File: src/hdl/trace_pkg.sv
/*
 * Shared definitions for the commit trace collector
 *   - field types of a trace record (pc, instruction word, stamp)
 *   - exception cause type, MSB flags an interrupt
 *   - default port count and queue depth for the top level
 */

package trace_pkg;

  // ----------------------------------------
  // Record field types
  // ----------------------------------------

  // Program counter of a committed instruction
  typedef logic [63:0] pc_t;

  // Raw instruction word
  typedef logic [31:0] insn_t;

  // Exception cause, top bit set for interrupts
  typedef logic [63:0] cause_t;

  // Free-running cycle count at commit
  typedef logic [31:0] stamp_t;

  // ----------------------------------------
  // Default configuration
  // ----------------------------------------

  // Number of commit ports watched
  parameter int unsigned DefaultNrCommitPorts = 2;

  // Records held per port before overflow
  parameter int unsigned DefaultQueueDepth = 4;

endpackage

File: src/hdl/trace_rec_if.sv
/*
 * Valid/ready link carrying one trace record
 *   - producer drives valid and the record fields
 *   - consumer drives ready
 *   - a record moves on a rising edge with valid and ready both high
 */

`timescale 1ns/1ps

interface trace_rec_if;
  import trace_pkg::*;

  logic   valid;
  logic   ready;
  pc_t    pc;
  insn_t  insn;
  stamp_t stamp;

  // Side that offers records
  modport producer (
    output valid,
    output pc,
    output insn,
    output stamp,
    input  ready
  );

  // Side that takes records
  modport consumer (
    input  valid,
    input  pc,
    input  insn,
    input  stamp,
    output ready
  );

endinterface

File: src/hdl/commit_classifier.sv
/*
 * Commit classifier
 *   - registers every commit port and sorts it into retired,
 *     exception or interrupt
 *   - free-running cycle counter used as record stamp
 *   - offers retired records to the per-port queues
 *   - sticky overflow bit when a queue refuses a record
 */

`timescale 1ns/1ps

module commit_classifier #(
  parameter int unsigned NrCommitPorts = trace_pkg::DefaultNrCommitPorts
) (
  input  logic                                  clk_i,
  input  logic                                  rst_ni,
  input  logic             [NrCommitPorts-1:0]  commit_ack_i,
  input  trace_pkg::pc_t   [NrCommitPorts-1:0]  commit_pc_i,
  input  trace_pkg::insn_t [NrCommitPorts-1:0]  commit_insn_i,
  input  logic             [NrCommitPorts-1:0]  commit_ex_valid_i,
  input  trace_pkg::cause_t [NrCommitPorts-1:0] commit_cause_i,
  output logic             [NrCommitPorts-1:0]  exception_o,
  output logic             [NrCommitPorts-1:0]  interrupt_o,
  output logic             [NrCommitPorts-1:0]  overflow_o,
  trace_rec_if.producer                         push_if [NrCommitPorts-1:0]
);
  import trace_pkg::*;

  localparam int unsigned CauseMsb = $bits(cause_t) - 1;

  logic   [NrCommitPorts-1:0] cause_msb;
  logic   [NrCommitPorts-1:0] push_ready;
  logic   [NrCommitPorts-1:0] retire_q;
  logic   [NrCommitPorts-1:0] exc_q;
  logic   [NrCommitPorts-1:0] irq_q;
  logic   [NrCommitPorts-1:0] overflow_q;
  stamp_t                     cycle_q;
  stamp_t                     stamp_q;
  pc_t    [NrCommitPorts-1:0] pc_q;
  insn_t  [NrCommitPorts-1:0] insn_q;

  // ----------------------------------------
  // Kind decode and control registers
  // ----------------------------------------
  always_ff @(posedge clk_i or negedge rst_ni) begin
    if (!rst_ni) begin
      retire_q   <= '0;
      exc_q      <= '0;
      irq_q      <= '0;
      overflow_q <= '0;
      cycle_q    <= '0;
    end else begin
      retire_q   <= commit_ack_i & ~commit_ex_valid_i;
      exc_q      <= commit_ack_i & commit_ex_valid_i & ~cause_msb;
      irq_q      <= commit_ack_i & commit_ex_valid_i & cause_msb;
      // Record offered but queue full, it is lost
      overflow_q <= overflow_q | (retire_q & ~push_ready);
      cycle_q    <= cycle_q + stamp_t'(1);
    end
  end

  // Record payload, captured only for retirements
  always_ff @(posedge clk_i) begin
    if (|commit_ack_i) begin
      stamp_q <= cycle_q;
    end
    for (int p = 0; p < NrCommitPorts; p++) begin
      if (commit_ack_i[p] && !commit_ex_valid_i[p]) begin
        pc_q[p]   <= commit_pc_i[p];
        insn_q[p] <= commit_insn_i[p];
      end
    end
  end

  // ----------------------------------------
  // Per-port queue connection
  // ----------------------------------------
  for (genvar i = 0; i < NrCommitPorts; i++) begin : gen_port
    assign cause_msb[i]     = commit_cause_i[i][CauseMsb];
    assign push_if[i].valid = retire_q[i];
    assign push_if[i].pc    = pc_q[i];
    assign push_if[i].insn  = insn_q[i];
    assign push_if[i].stamp = stamp_q;
    assign push_ready[i]    = push_if[i].ready;
  end

  assign exception_o = exc_q;
  assign interrupt_o = irq_q;
  assign overflow_o  = overflow_q;

endmodule

File: src/hdl/pc_queue.sv
/*
 * Per-port PC queue
 *   - circular buffer of trace records
 *   - read and write pointers with a fill count
 *   - ready low while full, oldest record always presented
 */

`timescale 1ns/1ps

module pc_queue #(
  parameter int unsigned QueueDepth = trace_pkg::DefaultQueueDepth
) (
  input  logic          clk_i,
  input  logic          rst_ni,
  trace_rec_if.consumer push_if,
  trace_rec_if.producer pop_if
);
  import trace_pkg::*;

  localparam int unsigned PtrW = (QueueDepth > 1) ? $clog2(QueueDepth) : 1;
  localparam int unsigned CntW = $clog2(QueueDepth + 1);

  pc_t    pc_mem    [QueueDepth];
  insn_t  insn_mem  [QueueDepth];
  stamp_t stamp_mem [QueueDepth];

  logic [PtrW-1:0] wr_ptr_q;
  logic [PtrW-1:0] rd_ptr_q;
  logic [CntW-1:0] count_q;
  logic            push;
  logic            pop;

  assign push_if.ready = (count_q != CntW'(QueueDepth));
  assign pop_if.valid  = (count_q != '0);

  assign push = push_if.valid & push_if.ready;
  assign pop  = pop_if.valid & pop_if.ready;

  // Head of the queue
  assign pop_if.pc    = pc_mem[rd_ptr_q];
  assign pop_if.insn  = insn_mem[rd_ptr_q];
  assign pop_if.stamp = stamp_mem[rd_ptr_q];

  // ----------------------------------------
  // Pointers and fill level
  // ----------------------------------------
  always_ff @(posedge clk_i or negedge rst_ni) begin
    if (!rst_ni) begin
      wr_ptr_q <= '0;
      rd_ptr_q <= '0;
      count_q  <= '0;
    end else begin
      if (push) begin
        if (wr_ptr_q == PtrW'(QueueDepth - 1)) begin
          wr_ptr_q <= '0;
        end else begin
          wr_ptr_q <= wr_ptr_q + PtrW'(1);
        end
      end
      if (pop) begin
        if (rd_ptr_q == PtrW'(QueueDepth - 1)) begin
          rd_ptr_q <= '0;
        end else begin
          rd_ptr_q <= rd_ptr_q + PtrW'(1);
        end
      end
      // Simultaneous push and pop keeps the level
      case ({push, pop})
        2'b10:   count_q <= count_q + CntW'(1);
        2'b01:   count_q <= count_q - CntW'(1);
        default: count_q <= count_q;
      endcase
    end
  end

  // Storage
  always_ff @(posedge clk_i) begin
    if (push) begin
      pc_mem[wr_ptr_q]    <= push_if.pc;
      insn_mem[wr_ptr_q]  <= push_if.insn;
      stamp_mem[wr_ptr_q] <= push_if.stamp;
    end
  end

endmodule

File: src/hdl/trace_arbiter.sv
/*
 * Trace arbiter
 *   - round-robin choice among non-empty PC queues
 *   - four-phase req/ack handshake on the trace output
 *   - selected queue popped when ack is seen high
 */

`timescale 1ns/1ps

module trace_arbiter #(
  parameter  int unsigned NrCommitPorts = trace_pkg::DefaultNrCommitPorts,
  localparam int unsigned PortW         = (NrCommitPorts > 1) ? $clog2(NrCommitPorts) : 1
) (
  input  logic              clk_i,
  input  logic              rst_ni,
  input  logic              trace_ack_i,
  output logic              trace_req_o,
  output trace_pkg::pc_t    trace_pc_o,
  output trace_pkg::insn_t  trace_insn_o,
  output trace_pkg::stamp_t trace_stamp_o,
  output logic [PortW-1:0]  trace_port_o,
  trace_rec_if.consumer     pop_if [NrCommitPorts-1:0]
);
  import trace_pkg::*;

  typedef enum logic [1:0] {
    StIdle,
    StWaitAckHi,
    StWaitAckLo
  } state_e;

  state_e state_q;

  // Port of the last grant, also the port on the output
  logic   [PortW-1:0]         sel_q;
  logic   [PortW-1:0]         pick;
  logic                       found;
  logic   [NrCommitPorts-1:0] head_valid;
  pc_t    [NrCommitPorts-1:0] head_pc;
  insn_t  [NrCommitPorts-1:0] head_insn;
  stamp_t [NrCommitPorts-1:0] head_stamp;
  pc_t                        pc_q;
  insn_t                      insn_q;
  stamp_t                     stamp_q;

  // ----------------------------------------
  // Queue heads and pop strobes
  // ----------------------------------------
  for (genvar i = 0; i < NrCommitPorts; i++) begin : gen_head
    assign head_valid[i]   = pop_if[i].valid;
    assign head_pc[i]      = pop_if[i].pc;
    assign head_insn[i]    = pop_if[i].insn;
    assign head_stamp[i]   = pop_if[i].stamp;
    assign pop_if[i].ready = (state_q == StWaitAckHi) && trace_ack_i &&
                             (sel_q == PortW'(i));
  end

  // Search starts one past the last grant and wraps
  always_comb begin
    logic [PortW-1:0] cand;
    pick  = sel_q;
    found = 1'b0;
    for (int k = 1; k <= NrCommitPorts; k++) begin
      cand = PortW'((int'(sel_q) + k) % NrCommitPorts);
      if (!found && head_valid[cand]) begin
        pick  = cand;
        found = 1'b1;
      end
    end
  end

  // ----------------------------------------
  // Handshake FSM
  // ----------------------------------------
  always_ff @(posedge clk_i or negedge rst_ni) begin
    if (!rst_ni) begin
      state_q <= StIdle;
      // Port 0 wins first after reset
      sel_q   <= PortW'(NrCommitPorts - 1);
    end else begin
      case (state_q)
        StIdle: begin
          if (found) begin
            sel_q   <= pick;
            state_q <= StWaitAckHi;
          end
        end
        StWaitAckHi: begin
          if (trace_ack_i) begin
            state_q <= StWaitAckLo;
          end
        end
        StWaitAckLo: begin
          if (!trace_ack_i) begin
            state_q <= StIdle;
          end
        end
        default: state_q <= StIdle;
      endcase
    end
  end

  // Output record, frozen while req is up
  always_ff @(posedge clk_i) begin
    if (state_q == StIdle && found) begin
      pc_q    <= head_pc[pick];
      insn_q  <= head_insn[pick];
      stamp_q <= head_stamp[pick];
    end
  end

  assign trace_req_o   = (state_q == StWaitAckHi);
  assign trace_pc_o    = pc_q;
  assign trace_insn_o  = insn_q;
  assign trace_stamp_o = stamp_q;
  assign trace_port_o  = sel_q;

endmodule

File: src/hdl/commit_tracer.sv
/*
 * Commit trace collector top level
 *   - commit classifier feeding one PC queue per port
 *   - round-robin trace arbiter draining the queues
 *   - four-phase req/ack trace output, per-port event flags
 */

`timescale 1ns/1ps

module commit_tracer #(
  parameter  int unsigned NrCommitPorts = trace_pkg::DefaultNrCommitPorts,
  parameter  int unsigned QueueDepth    = trace_pkg::DefaultQueueDepth,
  localparam int unsigned PortW         = (NrCommitPorts > 1) ? $clog2(NrCommitPorts) : 1
) (
  input  logic                                  clk_i,
  input  logic                                  rst_ni,
  // Commit ports
  input  logic              [NrCommitPorts-1:0] commit_ack_i,
  input  trace_pkg::pc_t    [NrCommitPorts-1:0] commit_pc_i,
  input  trace_pkg::insn_t  [NrCommitPorts-1:0] commit_insn_i,
  input  logic              [NrCommitPorts-1:0] commit_ex_valid_i,
  input  trace_pkg::cause_t [NrCommitPorts-1:0] commit_cause_i,
  // Trace output
  input  logic                                  trace_ack_i,
  output logic                                  trace_req_o,
  output trace_pkg::pc_t                        trace_pc_o,
  output trace_pkg::insn_t                      trace_insn_o,
  output trace_pkg::stamp_t                     trace_stamp_o,
  output logic              [PortW-1:0]         trace_port_o,
  // Event flags
  output logic              [NrCommitPorts-1:0] exception_o,
  output logic              [NrCommitPorts-1:0] interrupt_o,
  output logic              [NrCommitPorts-1:0] overflow_o
);

  trace_rec_if push_if [NrCommitPorts-1:0] ();
  trace_rec_if pop_if  [NrCommitPorts-1:0] ();

  commit_classifier #(
    .NrCommitPorts ( NrCommitPorts )
  ) i_classifier (
    .clk_i             ( clk_i             ),
    .rst_ni            ( rst_ni            ),
    .commit_ack_i      ( commit_ack_i      ),
    .commit_pc_i       ( commit_pc_i       ),
    .commit_insn_i     ( commit_insn_i     ),
    .commit_ex_valid_i ( commit_ex_valid_i ),
    .commit_cause_i    ( commit_cause_i    ),
    .exception_o       ( exception_o       ),
    .interrupt_o       ( interrupt_o       ),
    .overflow_o        ( overflow_o        ),
    .push_if           ( push_if           )
  );

  // One queue per commit port
  for (genvar i = 0; i < NrCommitPorts; i++) begin : gen_queue
    pc_queue #(
      .QueueDepth ( QueueDepth )
    ) i_pc_queue (
      .clk_i   ( clk_i      ),
      .rst_ni  ( rst_ni     ),
      .push_if ( push_if[i] ),
      .pop_if  ( pop_if[i]  )
    );
  end

  trace_arbiter #(
    .NrCommitPorts ( NrCommitPorts )
  ) i_arbiter (
    .clk_i         ( clk_i         ),
    .rst_ni        ( rst_ni        ),
    .trace_ack_i   ( trace_ack_i   ),
    .trace_req_o   ( trace_req_o   ),
    .trace_pc_o    ( trace_pc_o    ),
    .trace_insn_o  ( trace_insn_o  ),
    .trace_stamp_o ( trace_stamp_o ),
    .trace_port_o  ( trace_port_o  ),
    .pop_if        ( pop_if        )
  );

endmodule

File: config.mk
export PLATFORM = sky130hd
export DESIGN_NAME = commit_tracer
export DESIGN_NICKNAME = d
export VERILOG_FILES = /design/src/hdl/trace_pkg.sv /design/src/hdl/trace_rec_if.sv /design/src/hdl/commit_classifier.sv /design/src/hdl/pc_queue.sv /design/src/hdl/trace_arbiter.sv /design/src/hdl/commit_tracer.sv
export SDC_FILE = /design/constraint.sdc
export NUM_CORES = 1
export LEC_CHECK = 0
export BUFFER_PORTS_ARGS = -buffer_cell sky130_fd_sc_hd__buf_2
export CORE_MARGIN = 5
export CORE_UTILIZATION = 40
export DETAILED_ROUTE_END_ITERATION = 6
export SYNTH_ARGS = -nofsm -noshare
export SYNTH_HDL_FRONTEND = slang
export SYNTH_SLANG_ARGS = --single-unit
File: constraint.sdc
create_clock -name clk_i -period 4.9 [get_ports clk_i]
set_input_delay 0.49 -clock clk_i [delete_from_list [all_inputs] [get_ports clk_i]]
set_output_delay 0.49 -clock clk_i [all_outputs]
set_load 0.01 [all_outputs]
==> flow_summary.yaml, run 1 <==
run_status:
  status: "completed"
route:
  drc_errors: 0
  drt_iter0_drc: 1962
  via_count: 23476
  routed_wl_mm: 116
  viasPerCell: 5.12
  detail_route.wl_per_cell_um: 25.2
  antenna_left: 0
  first_pass_iters: 5
timing:
  setup_viol: 0
  min_period_ns: 2.86
  grt_setup_unrepaired: "false"
  slew_viol_final: 0
  max_freq_mhz: 350
  fin_skew_ns: 0.0268
  tns_ns: 0
  setup_slack_ns: 2.04
  max_slew_margin: 0.302
  worst_pin_slew_ns: 1.05
  hold_viol_final: 0
  fin_crit_sh: 0.583
global_route:
  grt_first_pass_wirelength_mm: 169
  overflow: 0
  grt_antenna_before_repair: 7
  grt_pass1_vias: 25641
  grt_use_total: 0.171
  grt_max_degree: 121
layout:
  mostFrequentLayoutCells: "1376 x edfxtp_1, 336 x buf_2, 256 x mux4_2"
  drive_gt1_frac: 0.354
  n_fill_cell: 10149
  final_area_um2: 62600
  mostFrequentLayoutCell: "edfxtp_1"
  finalNetCount: 3072
  fin_cells: 4586
  syn2layout_area_growth_pct: 21.2
place:
  post-place-cells: 4106
  dpl_worst_slack_ns: 2.01
  place_area_um2: 55700
  place_hpwl_mm: 62.1
  routabilityCongestion: 0.731
  portBuffers: 336
die:
  core_area_um2: 128000
  io-pin-count: 463
  rows: 131
  dieArea_um2: 136000
  fp.dieW_um: 369
  start_util: 0.404
  die_h_um: 369
critical_path:
  cpMaxStageDelayCell: "and2_4"
  crit_family: "simple AND/OR/NAND/NOR gates"
  crit_type: "register to register"
  start_kind: "register"
  worst-endpoint-required_ns: 5.31
  critical_path.max_fanout: 52
  crit_arrival_ns: 3.27
  crit_buf_inv: 1
  path_cells: "nor2_1 -> a21boi_1 -> and2_4 -> buf_12"
  crit_path_max_incr_delay_ns: 0.80
  endpoint_kind: "register"
yosys:
  synth_xor_area_frac: 0.00610
  synthMuxAreaShare: 0.141
  synth_top_family_by_area: "multiplexers"
  synth-seq-cells: 1433
  synth_ff_type: "edfxtp_1"
  yosysUniqueCellTypes: 36
  synth.net_count: 2411
  postSynthCellCount: 2069
  syn-cell-area_um2: 51700
  synth_edf_count: 1376
  synth_compound_area_frac: 0.00172
  yosys_warnings: 0
  yosys.area_share.simple: 0.0100
  synth-adder-area-share: 0.00392
  avgSynthCellArea_um2: 25.0
  yosysSeqAreaShare: 0.827
  synthArstFlopShare: 0.0398
clock_network:
  clk_latency_ns: 0.78
  cts_root_buffer: "clkbuf_16"
  htree_levels: 4
  cts.sinks: 1433
  cts_resized: 0
  cts_made_buffers: 149
  cts_tree: "built"
  cts_buffer_depth: 3
  clkTransAtPathRegs_ns: 0.06
job:
  cap_violations: 0
power:
  p_per_area_nw_per_um2: 571
  power_leakage_nw: 21.0
  power_w: 0.0358
  peakVddDrop_mv: 0.596
hold_path:
  hp-class: "input pin to register"
registers in the layout, summed over array words and instances (netlist names), 4 cells and up:
register / count
gen_queue.i_pc_queue.rd_ptr_q: 4
i_arbiter.trace_insn_o: 32
gen_queue.i_pc_queue.stamp_mem: 256
gen_queue.i_pc_queue.wr_ptr_q: 4
gen_queue.i_pc_queue.insn_mem: 256
i_classifier.cycle_q: 32
i_classifier.push_if.insn: 64
gen_queue.i_pc_queue.pc_mem: 512
i_arbiter.trace_pc_o: 64
gen_queue.i_pc_queue.count_q: 6
i_arbiter.trace_stamp_o: 32
i_classifier.push_if.stamp: 32
i_classifier.push_if.pc: 128
cell usage after synthesis (8+ instances only):
| master | count | area share |
|---|---|---|
| edfxtp_1 | 1376 | 0.80 |
| mux4_2 | 256 | 0.11 |
| inv_1 | 15 | 0.0011 |
| nand3_1 | 13 | 0.0013 |
| xor2_1 | 11 | 0.0019 |
| nand2_1 | 25 | 0.0018 |
| buf_6 | 22 | 0.0048 |
| clkbuf_1 | 25 | 0.0018 |
| dfrtp_1 | 56 | 0.027 |
| mux2_2 | 133 | 0.029 |
| buf_2 | 14 | 0.0014 |
| xnor2_1 | 25 | 0.0042 |
| buf_4 | 10 | 0.0015 |
| nor2_1 | 19 | 0.0014 |
| and2_1 | 8 | 0.00097 |
| ha_1 | 13 | 0.0031 |
metal layers:
metal	global-route usage	share of wire	vias up	wire [um]
li1	-	-	10030	-
met1	0.233	0.42	12519	49100
met2	0.280	0.49	762	56700
met3	0.0367	0.063	165	7280
met4	0.0489	0.021	0	2470
met5	0	0	-	0
timing repair:
| item | 4_1_cts | 5_1_grt |
|---|---|---|
| buffers inserted | 0 | 0 |
| hold buffers | 202 | 0 |
| hold endpoints to repair | 254 | 0 |
logic make-up after synthesis:
group                      after synthesis
DFF                                   1433
muxes                                  389
and+or+nand+nor                         95
buffers and inverters                   87
xor gates and xnor gates                36
adders and majority gates               15
AOI/OAI and AO/OA                       14
area by class of cell:
cell class	count	area (um^2)	share of cell area
clock inverters	86	888	0.0142
repair buffers	582	4320	0.0690
inverters	15	61.3	0.000979
flip-flops and latches	1433	42800	0.683
clock buffers	189	3990	0.0637
well taps	1729	2160	0.0345
diodes	3	7.51	0.000120
multi-input cells	549	8440	0.135
worst paths after layout:
path                                               startpoint                                        to  slack [ns]  depth (start not counted)
max                        gen_queue[1].i_pc_queue.count_q[0]  gen_queue[1].i_pc_queue.stamp_mem[1][15]        2.04                          4
min                                      commit_ex_valid_i[1]            i_classifier.push_if[1].pc[63]        0.21                          2
max reg2reg                gen_queue[1].i_pc_queue.count_q[0]  gen_queue[1].i_pc_queue.stamp_mem[1][15]        2.04                          4
min reg2reg                          i_classifier.cycle_q[31]                  i_classifier.cycle_q[31]        0.48                          1
max in group asynchronous                              rst_ni       gen_queue[0].i_pc_queue.rd_ptr_q[0]        3.84                          3
min in group asynchronous                              rst_ni               i_classifier.interrupt_o[0]        0.44                          3
power breakdown:
group          switching [W]  total, W  leakage, nW  internal [W]
combinational        0.00425   0.00809         5.16       0.00384
clock                0.00468    0.0111         2.37       0.00646
sequential          0.000901    0.0165         13.5        0.0156
total                0.00983    0.0358         21.0        0.0259
metrics by stage:
step | hold slack (ns) | util
after floorplan | 0.194 | -
after global placement | 0.457 | 0.435
after detailed placement | 0.462 | 0.435
after CTS | 0.136 | 0.489
after global routing | 0.196 | 0.489
final | 0.213 | 0.489
Note: power is estimated with default switching activity, not from simulation.
==> run 2: changes to the inputs <==
- clock period: 4.9 -> 2.8 ns (I/O delays scaled with it)
==> run 2 against run 1 <==
Compared with the run above:
- first-iteration DRC count shrank 5.6%
- core utilization grew 0.64 points
- clock skew grew 0.0029 ns
- sequential share of layout area shrank 0.89 points
- worst setup slack lost 1.5 ns
- non-clock buffer count grew 54
- critical endpoint is now gen_queue[0].i_pc_queue.stamp_mem[2][11]
- maximum frequency grew 25%
- die area is the same
- hold slack lost 0.0068 ns
- cell count grew 1.2%
- largest power group unchanged
- combinational power grew 87%
- clock power grew 76%
==> flow_summary.yaml, run 2 (synthesis gave the netlist of run 1 again) <==
die:
  start_util: 0.404
  io-pin-count: 463
  dieArea_um2: 136000
  die_h_um: 369
  core_area_um2: 128000
  rows: 131
  fp.dieW_um: 369
global_route:
  grt_pass1_vias: 25707
  grt_first_pass_wirelength_mm: 170
  grt_antenna_before_repair: 6
  grt_use_total: 0.171
  grt_max_degree: 76
  overflow: 0
timing:
  grt_setup_unrepaired: "false"
  slew_viol_final: 0
  worst_pin_slew_ns: 1.09
  hold_viol_final: 0
  fin_skew_ns: 0.0297
  min_period_ns: 2.28
  max_freq_mhz: 438
  max_slew_margin: 0.270
  fin_crit_sh: 0.815
  setup_viol: 0
layout:
  reg.largest.list: "gen_queue.i_pc_queue.pc_mem x512, gen_queue.i_pc_queue.insn_mem x256, gen_queue.i_pc_queue.stamp_mem x256"
  multi_input_area_um2: 8440
  syn2layout_area_growth_pct: 22.8
  n_fill_cell: 10143
  largest_reg_flops: 512
  drive_gt1_frac: 0.365
  final-seq-area_um2: 42800
  mostFrequentLayoutCell: "edfxtp_1"
  fin_cells: 4642
  regMostFlops: "gen_queue.i_pc_queue.pc_mem"
  mostFrequentLayoutCells: "1376 x edfxtp_1, 336 x buf_2, 256 x mux4_2"
  finalNetCount: 3126
  final_area_um2: 63500
clock_network:
  cts_made_buffers: 149
  cts_buffer_depth: 3
  htree_levels: 4
  clk_latency_ns: 0.79
  clkTransAtPathRegs_ns: 0.06
  cts_root_buffer: "clkbuf_16"
  cts.sinks: 1433
  cts_resized: 0
  cts_tree: "built"
critical_path:
  crit_cells: 4
  path_cells: "nor2_1 -> a21boi_1 -> and2_4 -> buf_4"
  endpoint_kind: "register"
  cp-endpoint: "gen_queue[0].i_pc_queue.stamp_mem[2][11]"
  start_kind: "register"
  regToRegEndpoint: "gen_queue[0].i_pc_queue.stamp_mem[2][11]"
  worst-endpoint-required_ns: 3.23
  r2r_start: "gen_queue[0].i_pc_queue.count_q[0]"
  r2r_cells: 4
  crit_family: "compound AO/OA/AOI/OAI gates"
  crit_buf_inv: 1
  regToRegSetupSlack_ns: 0.52
  cpMaxStageDelayCell: "a21boi_1"
  crit_start: "gen_queue[0].i_pc_queue.count_q[0]"
  critical_path.max_fanout: 16
  crit_path_max_incr_delay_ns: 0.56
  crit_arrival_ns: 2.71
  crit_type: "register to register"
route:
  viasPerCell: 5.08
  first_pass_iters: 5
  via_count: 23591
  drt_iter0_drc: 1852
  antenna_left: 0
  drc_errors: 0
  routed_wl_mm: 115
  detail_route.wl_per_cell_um: 24.8
job:
  cap_violations: 0
place:
  place_hpwl_mm: 67.5
  routabilityCongestion: 0.761
  portBuffers: 336
  post-place-cells: 4158
  place_area_um2: 56500
power:
  p_per_area_nw_per_um2: 995
  power_leakage_nw: 21.4
  peakVddDrop_mv: 0.770
hold_path:
  hp-class: "input pin to register"
  min-delay-start: "commit_pc_i[91]"
  hold_depth: 2
run_status:
  status: "completed"
[run 2: timing repair]
action	in CTS	in global routing
buffers inserted	0	0
hold buffers	204	0
hold endpoints to repair	247	0
[run 2: stage by stage]
| stage | util | total power (W) | hold slack, ns | setup WS (ns) | setup TNS, ns |
|---|---|---|---|---|---|
| 6_report | 0.496 | 0.0631 | 0.206 | 0.518 | 0 |
| 5_1_grt | 0.496 | 0.0660 | 0.154 | 0.348 | 0 |
| 4_1_cts | 0.496 | 0.0643 | 0.108 | 0.454 | 0 |
| 3_5_place_dp | 0.442 | 0.0443 | 0.454 | 0.480 | 0 |
| 3_3_place_gp | 0.442 | 0.0441 | 0.449 | 0.555 | 0 |
| 2_1_floorplan | - | 0.0384 | -0.0156 | -0.339 | -43.33 |
[run 2: how the worst min path moves through the flow]
stage | slack [ns] | end
floorplan | -0.02 | gen_queue[0].i_pc_queue.count_q[0]
global placement | 0.45 | i_classifier.exception_o[1]
detailed placement | 0.45 | i_classifier.exception_o[0]
CTS | 0.11 | i_classifier.push_if[1].pc[31]
global route | 0.15 | i_classifier.push_if[0].pc[26]
finish | 0.21 | i_classifier.push_if[1].pc[27]
[run 2: area by class of cell]
| class | count | share of cell area |
|---|---|---|
| antenna | 3 | 0.000118 |
| timing repair buffer | 636 | 0.0811 |
| inverter | 15 | 0.000946 |
| sequential | 1433 | 0.674 |
| clock inverter | 87 | 0.0134 |
| multi-input combinational | 549 | 0.133 |
| tap | 1729 | 0.0341 |
| clock buffer | 190 | 0.0635 |
[run 2: metal layers]
metal,part of all wire,vias to the layer above,track usage
met2,0.49,700,0.279
met1,0.42,12603,0.233
li1,-,10119,-
met4,0.023,0,0.0487
met3,0.061,169,0.0363
met5,0,-,0
[run 2: power by group]
group / internal, W / switching, W
registers: 0.0274 / 0.00122
logic: 0.00725 / 0.00781
clock network: 0.0113 / 0.00818
total: 0.0459 / 0.0172
[run 2: worst register-to-register path, stage by stage (launching register included)]
cell      delay [ns]
dfrtp_1         0.42
nor2_1          0.09
a21boi_1        0.56
and2_4          0.48
buf_4           0.38
